==> config.mk <==
export PLATFORM = sky130hd
export DESIGN_NAME = Controller
export DESIGN_NICKNAME = d
export VERILOG_FILES = /design/src/rtl/mipsCtrlPkg.sv /design/src/rtl/mipsIsaPkg.sv /design/src/rtl/Controller.sv /design/src/rtl/controlEncoder.sv /design/src/rtl/opcodeDecoder.sv /design/src/rtl/specialDecoder.sv
export SDC_FILE = /design/constraint.sdc
export NUM_CORES = 1
export LEC_CHECK = 0
export BUFFER_PORTS_ARGS = -buffer_cell sky130_fd_sc_hd__buf_2
export CORE_ASPECT_RATIO = 1.75
export CORE_MARGIN = 1
export CORE_UTILIZATION = 30
export DETAILED_ROUTE_END_ITERATION = 10
export GPL_TIMING_DRIVEN = 0
export SLEW_MARGIN = 20
export SYNTH_ARGS = -nofsm -noshare
export SYNTH_HDL_FRONTEND = slang
export SYNTH_SLANG_ARGS = --single-unit
==> constraint.sdc <==
create_clock -name clk -period 4.5 [get_ports clk]
set_input_delay 0.9 -clock clk [delete_from_list [all_inputs] [get_ports clk]]
set_output_delay 0.9 -clock clk [all_outputs]
set_load 0.02 [all_outputs]
==> src/rtl/mipsCtrlPkg.sv <==
package mipsCtrlPkg;

    typedef logic [5:0] aluOp_t;
    typedef logic [1:0] semCtrl_t;

    ////////////////////////////////////////////////////////////////////////////
    // ALU operation codes
    ////////////////////////////////////////////////////////////////////////////
    // arithmetic
    localparam aluOp_t ALU_ADD  = 6'b000000;
    localparam aluOp_t ALU_SUB  = 6'b000001;
    localparam aluOp_t ALU_MUL  = 6'b000010;
    localparam aluOp_t ALU_LUI  = 6'b000110;
    localparam aluOp_t ALU_ADDU = 6'b100000;

    // branch compares and jumps
    localparam aluOp_t ALU_BGEZ = 6'b000111;
    localparam aluOp_t ALU_BEQ  = 6'b001000;
    localparam aluOp_t ALU_BNE  = 6'b001001;
    localparam aluOp_t ALU_BGTZ = 6'b001010;
    localparam aluOp_t ALU_BLEZ = 6'b001011;
    localparam aluOp_t ALU_BLTZ = 6'b001100;
    localparam aluOp_t ALU_J    = 6'b001101;
    localparam aluOp_t ALU_JAL  = 6'b001110;
    localparam aluOp_t ALU_JR   = 6'b100011;

    // logic
    localparam aluOp_t ALU_AND  = 6'b001111;
    localparam aluOp_t ALU_OR   = 6'b010000;
    localparam aluOp_t ALU_NOR  = 6'b010001;
    localparam aluOp_t ALU_XOR  = 6'b010010;

    // shifts, rotates, sign extension
    localparam aluOp_t ALU_SEH  = 6'b010011;
    localparam aluOp_t ALU_SLL  = 6'b010100;
    localparam aluOp_t ALU_SRL  = 6'b010101;
    localparam aluOp_t ALU_ROTR = 6'b011000;
    localparam aluOp_t ALU_SRA  = 6'b011001;
    localparam aluOp_t ALU_SEB  = 6'b011010;

    // conditional moves and compares
    localparam aluOp_t ALU_MOVN = 6'b010110;
    localparam aluOp_t ALU_MOVZ = 6'b010111;
    localparam aluOp_t ALU_SLT  = 6'b011011;
    localparam aluOp_t ALU_SLTU = 6'b100010;

    ////////////////////////////////////////////////////////////////////////////
    // memory access size
    ////////////////////////////////////////////////////////////////////////////
    localparam semCtrl_t SEM_WORD = 2'b00;
    localparam semCtrl_t SEM_HALF = 2'b01;
    localparam semCtrl_t SEM_BYTE = 2'b10;

endpackage

==> src/rtl/mipsIsaPkg.sv <==
package mipsIsaPkg;

    typedef logic [31:0] instr_t;
    typedef logic [5:0]  opcode_t;
    typedef logic [5:0]  funct_t;
    typedef logic [4:0]  regField_t;

    ////////////////////////////////////////////////////////////////////////////
    // major opcodes, instruction[31:26]
    ////////////////////////////////////////////////////////////////////////////
    localparam opcode_t OPC_SPECIAL  = 6'b000000;
    localparam opcode_t OPC_REGIMM   = 6'b000001;
    localparam opcode_t OPC_J        = 6'b000010;
    localparam opcode_t OPC_JAL      = 6'b000011;
    localparam opcode_t OPC_BEQ      = 6'b000100;
    localparam opcode_t OPC_BNE      = 6'b000101;
    localparam opcode_t OPC_BLEZ     = 6'b000110;
    localparam opcode_t OPC_BGTZ     = 6'b000111;
    localparam opcode_t OPC_ADDI     = 6'b001000;
    localparam opcode_t OPC_ADDIU    = 6'b001001;
    localparam opcode_t OPC_SLTI     = 6'b001010;
    localparam opcode_t OPC_SLTIU    = 6'b001011;
    localparam opcode_t OPC_ANDI     = 6'b001100;
    localparam opcode_t OPC_ORI      = 6'b001101;
    localparam opcode_t OPC_XORI     = 6'b001110;
    localparam opcode_t OPC_LUI      = 6'b001111;
    localparam opcode_t OPC_SPECIAL2 = 6'b011100;
    localparam opcode_t OPC_SPECIAL3 = 6'b011111;
    localparam opcode_t OPC_LB       = 6'b100000;
    localparam opcode_t OPC_LH       = 6'b100001;
    localparam opcode_t OPC_LW       = 6'b100011;
    localparam opcode_t OPC_SB       = 6'b101000;
    localparam opcode_t OPC_SH       = 6'b101001;
    localparam opcode_t OPC_SW       = 6'b101011;

    ////////////////////////////////////////////////////////////////////////////
    // function field, instruction[5:0]
    ////////////////////////////////////////////////////////////////////////////
    localparam funct_t FN_SLL  = 6'b000000;
    localparam funct_t FN_SRL  = 6'b000010;
    localparam funct_t FN_SRA  = 6'b000011;
    localparam funct_t FN_SLLV = 6'b000100;
    localparam funct_t FN_SRLV = 6'b000110;
    localparam funct_t FN_SRAV = 6'b000111;
    localparam funct_t FN_JR   = 6'b001000;
    localparam funct_t FN_MOVZ = 6'b001010;
    localparam funct_t FN_MOVN = 6'b001011;
    localparam funct_t FN_ADD  = 6'b100000;
    localparam funct_t FN_ADDU = 6'b100001;
    localparam funct_t FN_SUB  = 6'b100010;
    localparam funct_t FN_AND  = 6'b100100;
    localparam funct_t FN_OR   = 6'b100101;
    localparam funct_t FN_XOR  = 6'b100110;
    localparam funct_t FN_NOR  = 6'b100111;
    localparam funct_t FN_SLT  = 6'b101010;
    localparam funct_t FN_SLTU = 6'b101011;
    // SPECIAL2 only
    localparam funct_t FN_MUL  = 6'b000010;

    // REGIMM rt field
    localparam regField_t RT_BLTZ = 5'b00000;
    localparam regField_t RT_BGEZ = 5'b00001;

    // select bits inside otherwise shared encodings
    localparam int ROT_BIT  = 21;
    localparam int ROTV_BIT = 6;
    localparam int SEH_BIT  = 9;

    // OP_NONE when a decoder does not own the word
    typedef enum logic [5:0] {
        OP_NONE, OP_NOP,
        OP_SLL, OP_SRL, OP_ROTR, OP_SRA, OP_SLLV, OP_SRLV, OP_ROTRV, OP_SRAV,
        OP_JR, OP_MOVZ, OP_MOVN, OP_ADD, OP_ADDU, OP_SUB,
        OP_AND, OP_OR, OP_XOR, OP_NOR, OP_SLT, OP_SLTU,
        OP_MUL, OP_SEH, OP_SEB,
        OP_ADDI, OP_ADDIU, OP_SLTI, OP_SLTIU, OP_ANDI, OP_ORI, OP_XORI, OP_LUI,
        OP_LB, OP_LH, OP_LW, OP_SB, OP_SH, OP_SW,
        OP_BEQ, OP_BNE, OP_BLEZ, OP_BGTZ, OP_BGEZ, OP_BLTZ,
        OP_J, OP_JAL
    } mipsOp_t;

endpackage

==> src/rtl/Controller.sv <==
`timescale 1ns/100ps

module Controller (
    input  logic                  clk,
    input  logic                  reset,
    input  mipsIsaPkg::instr_t    instruction,
    output logic                  aluSrc,
    output logic                  regDst,
    output logic                  regWrite,
    output mipsCtrlPkg::aluOp_t   aluOp,
    output logic                  memRead,
    output logic                  memWrite,
    output logic                  memToReg,
    output logic                  aluSft,
    output logic                  zeroSrc,
    output logic                  branch,
    output logic                  jalSrc,
    output logic                  jZeroSrc,
    output mipsCtrlPkg::semCtrl_t semCtrl,
    output logic                  jrSrc
);
    import mipsIsaPkg::*;

    mipsOp_t specialOp;
    mipsOp_t opcodeOp;

    // both decoders see the same word
    specialDecoder uSpecial (
        .instruction (instruction),
        .specialOp   (specialOp)
    );

    opcodeDecoder uOpcode (
        .instruction (instruction),
        .opcodeOp    (opcodeOp)
    );

    controlEncoder uEncoder (
        .clk      (clk),
        .reset    (reset),
        .specialOp(specialOp),
        .opcodeOp (opcodeOp),
        .aluSrc   (aluSrc),
        .regDst   (regDst),
        .regWrite (regWrite),
        .aluOp    (aluOp),
        .memRead  (memRead),
        .memWrite (memWrite),
        .memToReg (memToReg),
        .aluSft   (aluSft),
        .zeroSrc  (zeroSrc),
        .branch   (branch),
        .jalSrc   (jalSrc),
        .jZeroSrc (jZeroSrc),
        .semCtrl  (semCtrl),
        .jrSrc    (jrSrc)
    );

endmodule

==> src/rtl/controlEncoder.sv <==
`timescale 1ns/100ps

module controlEncoder (
    input  logic                 clk,
    input  logic                 reset,
    input  mipsIsaPkg::mipsOp_t  specialOp,
    input  mipsIsaPkg::mipsOp_t  opcodeOp,
    output logic                 aluSrc,
    output logic                 regDst,
    output logic                 regWrite,
    output mipsCtrlPkg::aluOp_t  aluOp,
    output logic                 memRead,
    output logic                 memWrite,
    output logic                 memToReg,
    output logic                 aluSft,
    output logic                 zeroSrc,
    output logic                 branch,
    output logic                 jalSrc,
    output logic                 jZeroSrc,
    output mipsCtrlPkg::semCtrl_t semCtrl,
    output logic                 jrSrc
);
    import mipsIsaPkg::*;
    import mipsCtrlPkg::*;

    mipsOp_t selOp;

    // decoders never both claim a word
    assign selOp = (specialOp != OP_NONE) ? specialOp : opcodeOp;

    function automatic aluOp_t aluCode(input mipsOp_t op);
        case (op)
            OP_SUB:                      return ALU_SUB;
            OP_MUL:                      return ALU_MUL;
            OP_LUI:                      return ALU_LUI;
            OP_ADDU, OP_ADDIU:           return ALU_ADDU;
            OP_AND, OP_ANDI:             return ALU_AND;
            OP_OR, OP_ORI:               return ALU_OR;
            OP_XOR, OP_XORI:             return ALU_XOR;
            OP_NOR:                      return ALU_NOR;
            OP_SLT, OP_SLTI:             return ALU_SLT;
            OP_SLTU, OP_SLTIU:           return ALU_SLTU;
            OP_SLL, OP_SLLV:             return ALU_SLL;
            OP_SRL, OP_SRLV:             return ALU_SRL;
            OP_ROTR, OP_ROTRV:           return ALU_ROTR;
            OP_SRA, OP_SRAV:             return ALU_SRA;
            OP_MOVN:                     return ALU_MOVN;
            OP_MOVZ:                     return ALU_MOVZ;
            OP_SEH:                      return ALU_SEH;
            OP_SEB:                      return ALU_SEB;
            OP_BEQ:                      return ALU_BEQ;
            OP_BNE:                      return ALU_BNE;
            OP_BGTZ:                     return ALU_BGTZ;
            OP_BLEZ:                     return ALU_BLEZ;
            OP_BGEZ:                     return ALU_BGEZ;
            OP_BLTZ:                     return ALU_BLTZ;
            OP_J:                        return ALU_J;
            OP_JAL:                      return ALU_JAL;
            OP_JR:                       return ALU_JR;
            // add, addi, loads, stores, nop
            default:                     return ALU_ADD;
        endcase
    endfunction

    function automatic semCtrl_t semCode(input mipsOp_t op);
        case (op)
            OP_LH, OP_SH: return SEM_HALF;
            OP_LB, OP_SB: return SEM_BYTE;
            default:      return SEM_WORD;
        endcase
    endfunction

    ////////////////////////////////////////////////////////////////////////////
    // decode stage register
    ////////////////////////////////////////////////////////////////////////////
    always_ff @(posedge clk) begin
        if (reset) begin
            aluOp    <= ALU_ADD;
            semCtrl  <= SEM_WORD;
            aluSrc   <= 1'b0;
            regDst   <= 1'b0;
            regWrite <= 1'b0;
            memRead  <= 1'b0;
            memWrite <= 1'b0;
            memToReg <= 1'b0;
            aluSft   <= 1'b0;
            zeroSrc  <= 1'b0;
            branch   <= 1'b0;
            jalSrc   <= 1'b0;
            jZeroSrc <= 1'b0;
            jrSrc    <= 1'b0;
        end else begin
            aluOp    <= aluCode(selOp);
            semCtrl  <= semCode(selOp);
            // group defaults, overridden below
            aluSrc   <= 1'b0;
            regDst   <= 1'b0;
            regWrite <= 1'b0;
            memRead  <= 1'b0;
            memWrite <= 1'b0;
            memToReg <= 1'b0;
            aluSft   <= 1'b0;
            zeroSrc  <= 1'b0;
            branch   <= 1'b0;
            jalSrc   <= 1'b0;
            jZeroSrc <= 1'b0;
            jrSrc    <= 1'b0;
            case (selOp)
                OP_SLL, OP_SRL, OP_ROTR, OP_SRA,
                OP_SLLV, OP_SRLV, OP_ROTRV, OP_SRAV,
                OP_ADD, OP_ADDU, OP_SUB, OP_AND, OP_OR, OP_XOR, OP_NOR,
                OP_SLT, OP_SLTU, OP_MOVN, OP_MOVZ, OP_MUL, OP_SEH, OP_SEB: begin
                    regDst   <= 1'b1;
                    regWrite <= 1'b1;
                    memToReg <= 1'b1;
                    jalSrc   <= 1'b1;
                    // shamt comes from the instruction only for fixed shifts
                    aluSft   <= selOp inside {OP_SLL, OP_SRL, OP_ROTR, OP_SRA};
                end
                OP_ADDI, OP_ADDIU, OP_SLTI, OP_SLTIU,
                OP_ANDI, OP_ORI, OP_XORI, OP_LUI: begin
                    aluSrc   <= 1'b1;
                    regWrite <= 1'b1;
                    memToReg <= 1'b1;
                    jalSrc   <= 1'b1;
                    zeroSrc  <= selOp inside {OP_ANDI, OP_ORI, OP_XORI, OP_SLTIU};
                end
                OP_LW, OP_LH, OP_LB: begin
                    aluSrc   <= 1'b1;
                    regWrite <= 1'b1;
                    memRead  <= 1'b1;
                    jalSrc   <= 1'b1;
                end
                OP_SW, OP_SH, OP_SB: begin
                    aluSrc   <= 1'b1;
                    memWrite <= 1'b1;
                    jalSrc   <= 1'b1;
                end
                OP_BEQ, OP_BNE, OP_BGTZ, OP_BLEZ, OP_BGEZ, OP_BLTZ: begin
                    branch   <= 1'b1;
                    jalSrc   <= 1'b1;
                    jZeroSrc <= 1'b1;
                end
                OP_J: begin
                    branch   <= 1'b1;
                    jalSrc   <= 1'b1;
                end
                OP_JR: begin
                    branch   <= 1'b1;
                    jalSrc   <= 1'b1;
                    jrSrc    <= 1'b1;
                end
                // link write, jalSrc low selects the return address
                OP_JAL: begin
                    branch   <= 1'b1;
                    regWrite <= 1'b1;
                    memToReg <= 1'b1;
                end
                OP_NOP: jalSrc <= 1'b1;
                default: ;
            endcase
        end
    end

    ////////////////////////////////////////////////////////////////////////////
    // checks
    ////////////////////////////////////////////////////////////////////////////
    assert property (@(posedge clk) disable iff (reset) !(memRead && memWrite));

    // a register jump still has to redirect fetch
    assert property (@(posedge clk) disable iff (reset) jrSrc |-> branch);

    assert property (@(posedge clk) reset |=>
        ({aluOp, semCtrl, aluSrc, regDst, regWrite, memRead, memWrite, memToReg,
          aluSft, zeroSrc, branch, jalSrc, jZeroSrc, jrSrc} == '0));

endmodule

==> src/rtl/opcodeDecoder.sv <==
`timescale 1ns/100ps

module opcodeDecoder (
    input  mipsIsaPkg::instr_t  instruction,
    output mipsIsaPkg::mipsOp_t opcodeOp
);
    import mipsIsaPkg::*;

    opcode_t   opcode;
    regField_t rt;

    assign opcode = instruction[31:26];
    assign rt     = instruction[20:16];

    always_comb begin
        opcodeOp = OP_NONE;
        case (opcode)
            // immediate ALU
            OPC_ADDI:  opcodeOp = OP_ADDI;
            OPC_ADDIU: opcodeOp = OP_ADDIU;
            OPC_SLTI:  opcodeOp = OP_SLTI;
            OPC_SLTIU: opcodeOp = OP_SLTIU;
            OPC_ANDI:  opcodeOp = OP_ANDI;
            OPC_ORI:   opcodeOp = OP_ORI;
            OPC_XORI:  opcodeOp = OP_XORI;
            OPC_LUI:   opcodeOp = OP_LUI;

            // loads and stores
            OPC_LB:    opcodeOp = OP_LB;
            OPC_LH:    opcodeOp = OP_LH;
            OPC_LW:    opcodeOp = OP_LW;
            OPC_SB:    opcodeOp = OP_SB;
            OPC_SH:    opcodeOp = OP_SH;
            OPC_SW:    opcodeOp = OP_SW;

            // branches and jumps
            OPC_BEQ:   opcodeOp = OP_BEQ;
            OPC_BNE:   opcodeOp = OP_BNE;
            OPC_BLEZ:  opcodeOp = OP_BLEZ;
            OPC_BGTZ:  opcodeOp = OP_BGTZ;
            OPC_J:     opcodeOp = OP_J;
            OPC_JAL:   opcodeOp = OP_JAL;

            // rt picks the compare, other rt values stay unclaimed
            OPC_REGIMM: begin
                case (rt)
                    RT_BGEZ: opcodeOp = OP_BGEZ;
                    RT_BLTZ: opcodeOp = OP_BLTZ;
                    default: opcodeOp = OP_NONE;
                endcase
            end

            // SPECIAL groups belong to specialDecoder
            OPC_SPECIAL, OPC_SPECIAL2, OPC_SPECIAL3: opcodeOp = OP_NONE;
            default: opcodeOp = OP_NONE;
        endcase
    end

endmodule

==> src/rtl/specialDecoder.sv <==
`timescale 1ns/100ps

module specialDecoder (
    input  mipsIsaPkg::instr_t  instruction,
    output mipsIsaPkg::mipsOp_t specialOp
);
    import mipsIsaPkg::*;

    opcode_t opcode;
    funct_t  funct;

    assign opcode = instruction[31:26];
    assign funct  = instruction[5:0];

    always_comb begin
        specialOp = OP_NONE;
        // all-zero word wins over sll $0,$0,0
        if (instruction == '0) begin
            specialOp = OP_NOP;
        end else begin
            case (opcode)
                OPC_SPECIAL: begin
                    case (funct)
                        FN_SLL:  specialOp = OP_SLL;
                        // rotr shares srl's function code
                        FN_SRL:  specialOp = instruction[ROT_BIT] ? OP_ROTR : OP_SRL;
                        FN_SRA:  specialOp = OP_SRA;
                        FN_SLLV: specialOp = OP_SLLV;
                        FN_SRLV: specialOp = instruction[ROTV_BIT] ? OP_ROTRV : OP_SRLV;
                        FN_SRAV: specialOp = OP_SRAV;
                        FN_JR:   specialOp = OP_JR;
                        FN_MOVZ: specialOp = OP_MOVZ;
                        FN_MOVN: specialOp = OP_MOVN;
                        FN_ADD:  specialOp = OP_ADD;
                        FN_ADDU: specialOp = OP_ADDU;
                        FN_SUB:  specialOp = OP_SUB;
                        FN_AND:  specialOp = OP_AND;
                        FN_OR:   specialOp = OP_OR;
                        FN_XOR:  specialOp = OP_XOR;
                        FN_NOR:  specialOp = OP_NOR;
                        FN_SLT:  specialOp = OP_SLT;
                        FN_SLTU: specialOp = OP_SLTU;
                        // HI/LO group falls through here
                        default: specialOp = OP_NONE;
                    endcase
                end
                OPC_SPECIAL2: begin
                    if (funct == FN_MUL) begin
                        specialOp = OP_MUL;
                    end
                end
                OPC_SPECIAL3: begin
                    specialOp = instruction[SEH_BIT] ? OP_SEH : OP_SEB;
                end
                default: specialOp = OP_NONE;
            endcase
        end
    end

endmodule

==> flow_summary.json <==
{
  "post-dp-hpwl_um": 5560,
  "top_area_cell_type_share_of_the_netlist_area_pct": 18.0,
  "critPathCaptureType": "flip-flop",
  "path_cells": "buf_2 -> buf_2 -> or3b_2 -> a21oi_1 -> o31ai_1 -> a21oi_1 -> o22ai_1 -> o211a_1 -> inv_1 -> ha_1 -> clkbuf_2 -> nor2_1 -> nand3_1 -> a21o_1 -> a32oi_1 -> a41oi_1",
  "start_util_pct": 31.0,
  "post_drt_via_cell_ratio": 6.07,
  "dominant_combinational_cell_family_by_area_after_synthesis": "compound AO/OA/AOI/OAI gates",
  "syn-mean-instance-area_um2": 7.40,
  "post_synth_mux_area_share_pct": 0.449,
  "wl_um": 7220,
  "cp_top_family": "compound AO/OA/AOI/OAI gates",
  "timing.critical_path.arrival_ps": 4280,
  "synth.ff_latch_count": 20,
  "yosys-top-cells-area": "dfxtp_1 (18%), nor2_1 (5.1%), o21ai_0 (4.7%)",
  "vdd_drop_max_mv": 0.0993,
  "tritoncts.num_buffers": 3,
  "antenna_found_initial": 0,
  "numPortBuffers": 52,
  "static-leakage-power_nw": 1.06,
  "die_w_um": 67.2,
  "gp_routability_congestion": 0.953,
  "synthCells": 301,
  "cap_violations": 0,
  "synth_simple_gate_area_share_pct": 31.6,
  "share_comb_of_total_power_pct": 38.8,
  "synth_sequential_area_ratio_pct": 18.0,
  "finish.net_count": 399,
  "placement.cell_area_um2": 2600,
  "synthMostInstantiatedCell": "nor2_1",
  "worst_setup_path_start_kind": "input port",
  "final.setup.tns_ps": 0,
  "grt_start_max_net_pins": 11,
  "crit_path_max_fanout": 10,
  "syn_to_final_growth_pct": 20.7,
  "synth_cell_types": 77,
  "synth_compound_gate_area_share_pct": 36.8,
  "ys.flop_type": "dfxtp_1",
  "relSlewSlack_pct": 31.1,
  "finalSetupViolations": 0,
  "cts-htree-levels": 1,
  "critPathRequiredTime_ps": 4600,
  "period_minus_slack_ps": 4170,
  "clk_path_buf_depth": 2,
  "max_freq_mhz": 240,
  "switching_share_pct": 35.5,
  "worst_hold_path_depth": 2,
  "power.share.sequential_pct": 31.7,
  "post_synth_most_frequent_cells": "nor2_1 (30), o21ai_0 (21), a21oi_1 (20), dfxtp_1 (20), nand2_1 (20)",
  "power.density_nw_per_um2": 225,
  "internal_power_mw": 0.390,
  "timing.hold.worst.class": "input port to flip-flop",
  "crit_path_start": "instruction[2]",
  "adder_cell_area_share_of_the_yosys_netlist_pct": 4.38,
  "grt_pass1_vias": 2473,
  "globalRouteTotalUtil_pct": 19.6,
  "wl_per_cell_um": 16.3,
  "dieArea_um2": 7790,
  "via_count": 2682,
  "io_pins": 54,
  "cts_root_buf": "clkbuf_16",
  "rsz0062_at_grt": "false",
  "timing_hold_violations_final": 0,
  "final_area_um2": 2690,
  "synth_async_sr_flop_share_pct": 0,
  "core.rowCount": 41,
  "numClockSinks": 20,
  "drtIter0Drc": 108,
  "synth_warnings": 0,
  "worst_path_max_delay_cell": "o211a_1",
  "final_min_period_over_clock_period_pct": 92.8,
  "outcome": "finished clean",
  "worst_path_largest_cell_delay_ps": 390,
  "grt_overflow_total": 0,
  "drc": 0,
  "tritoncts_clock_tree": "done",
  "first_pass_iters": 5,
  "synth_xor_area_share_pct": 1.57,
  "switching_power_mw": 0.215,
  "grt_first_pass_wirelength_um": 11800,
  "die_h_um": 116,
  "clock_power_share_pct": 29.4,
  "synth_top_area_cell": "dfxtp_1",
  "cts_setup_buffers": 0,
  "syn-cell-area_um2": 2230,
  "path_class": "input port to flip-flop",
  "logic_depth_of_the_worst_setup_path_including_buffers": 16,
  "fin_util_pct": 37.4,
  "post_route_cells_drive_above_1_share_pct": 26.7,
  "worstMarginPinSlew_ps": 1030,
  "fin_total_pwr_mw": 0.604,
  "clk_transition_reported_paths_ps": 50,
  "path_buf_inv": 4,
  "drt.antenna.violating_nets": 0,
  "syn_nets": 342,
  "synth-edff-count": 0,
  "antenna_cells": 0,
  "critPathCapture": "uEncoder.jalSrc",
  "final_max_slew_viol_count": 0,
  "fin_hold_ws_ps": 928,
  "floorplan.core_area_um2": 7180
}
cells by family (layout without fill, tap and decap cells):
family                     Yosys count  after routing
AOI/OAI and AO/OA                  111            111
muxes                                1              1
adders and majority gates            8              8
and+or+nand+nor                    123            123
xor gates and xnor gates             4              4
DFF                                 20             20
buffers and inverters               34             89
how the worst min path moves through the flow:
stage / startpoint / to / slack (ps)
after floorplan: reset / uEncoder.aluOp[2] / 970
after global placement: reset / uEncoder.aluOp[2] / 1190
after detailed placement: reset / uEncoder.aluOp[2] / 1180
after CTS: reset / uEncoder.aluOp[2] / 920
after global routing: reset / uEncoder.aluOp[2] / 930
final: reset / uEncoder.aluOp[2] / 930
sequential cells by signal, summed over array words and instances (netlist names):
| signal | cells |
|---|---|
| uEncoder.branch | 1 |
| uEncoder.regDst | 1 |
| uEncoder.jZeroSrc | 1 |
| uEncoder.semCtrl | 2 |
| uEncoder.aluSrc | 1 |
| uEncoder.zeroSrc | 1 |
| uEncoder.regWrite | 1 |
| uEncoder.aluSft | 1 |
| uEncoder.aluOp | 6 |
| uEncoder.jalSrc | 1 |
| uEncoder.memWrite | 1 |
| uEncoder.memToReg | 1 |
| uEncoder.jrSrc | 1 |
| uEncoder.memRead | 1 |
per-stage QoR:
step	setup WS, ps	std cells
6_report	326	442
3_3_place_gp	-5.65	439
5_1_grt	10.4	442
3_5_place_dp	-86.1	439
2_1_floorplan	834	301
4_1_cts	181	442
routing by layer:
layer	global-route usage [%]	vias up	part of all wire, %
met2	34.8	124	52
met4	14.2	0	5.4
met1	20.1	1242	37
li1	-	1285	-
met5	0	-	0
met3	2.85	31	5.6
repair_timing:
item | in CTS | in global routing
resized for setup | 0 | 5
endpoints found under the setup margin | 0 | 4
hold buffers | 0 | 0
cell type report:
class                      count  area, µm²
sequential                    20        400
tap                           86        108
inverter                      12       45.0
multi-input combinational    247       1680
buffer                        22        118
clock buffer                   3       75.1
fill                         790       4490
timing repair buffer          52        260
layout by cell type (no fill, tap or decap), types with 5 or more instances in the layout:
cell type | Yosys | routed
o21ai_1 | 4 | 5
nand3_1 | 11 | 11
o21ai_0 | 21 | 20
a21oi_1 | 20 | 20
a21o_1 | 7 | 7
dfxtp_1 | 20 | 20
nor2_1 | 30 | 30
nor3_1 | 8 | 8
clkbuf_1 | 7 | 6
nand2_1 | 20 | 20
ha_1 | 7 | 7
a31oi_1 | 12 | 12
nor4_1 | 8 | 8
nor2b_1 | 5 | 5
buf_2 | 9 | 61
inv_1 | 12 | 12
power by group through the flow:
stage	combinational [mW]	sequential (mW)	clock [mW]
final	0.235	0.192	0.178
after global routing	0.256	0.193	0.188
after CTS	0.228	0.192	0.183
after detailed placement	0.227	0.196	0
after global placement	0.226	0.195	0
after floorplan	0.139	0.212	0
(Power assumes the default switching activity.)
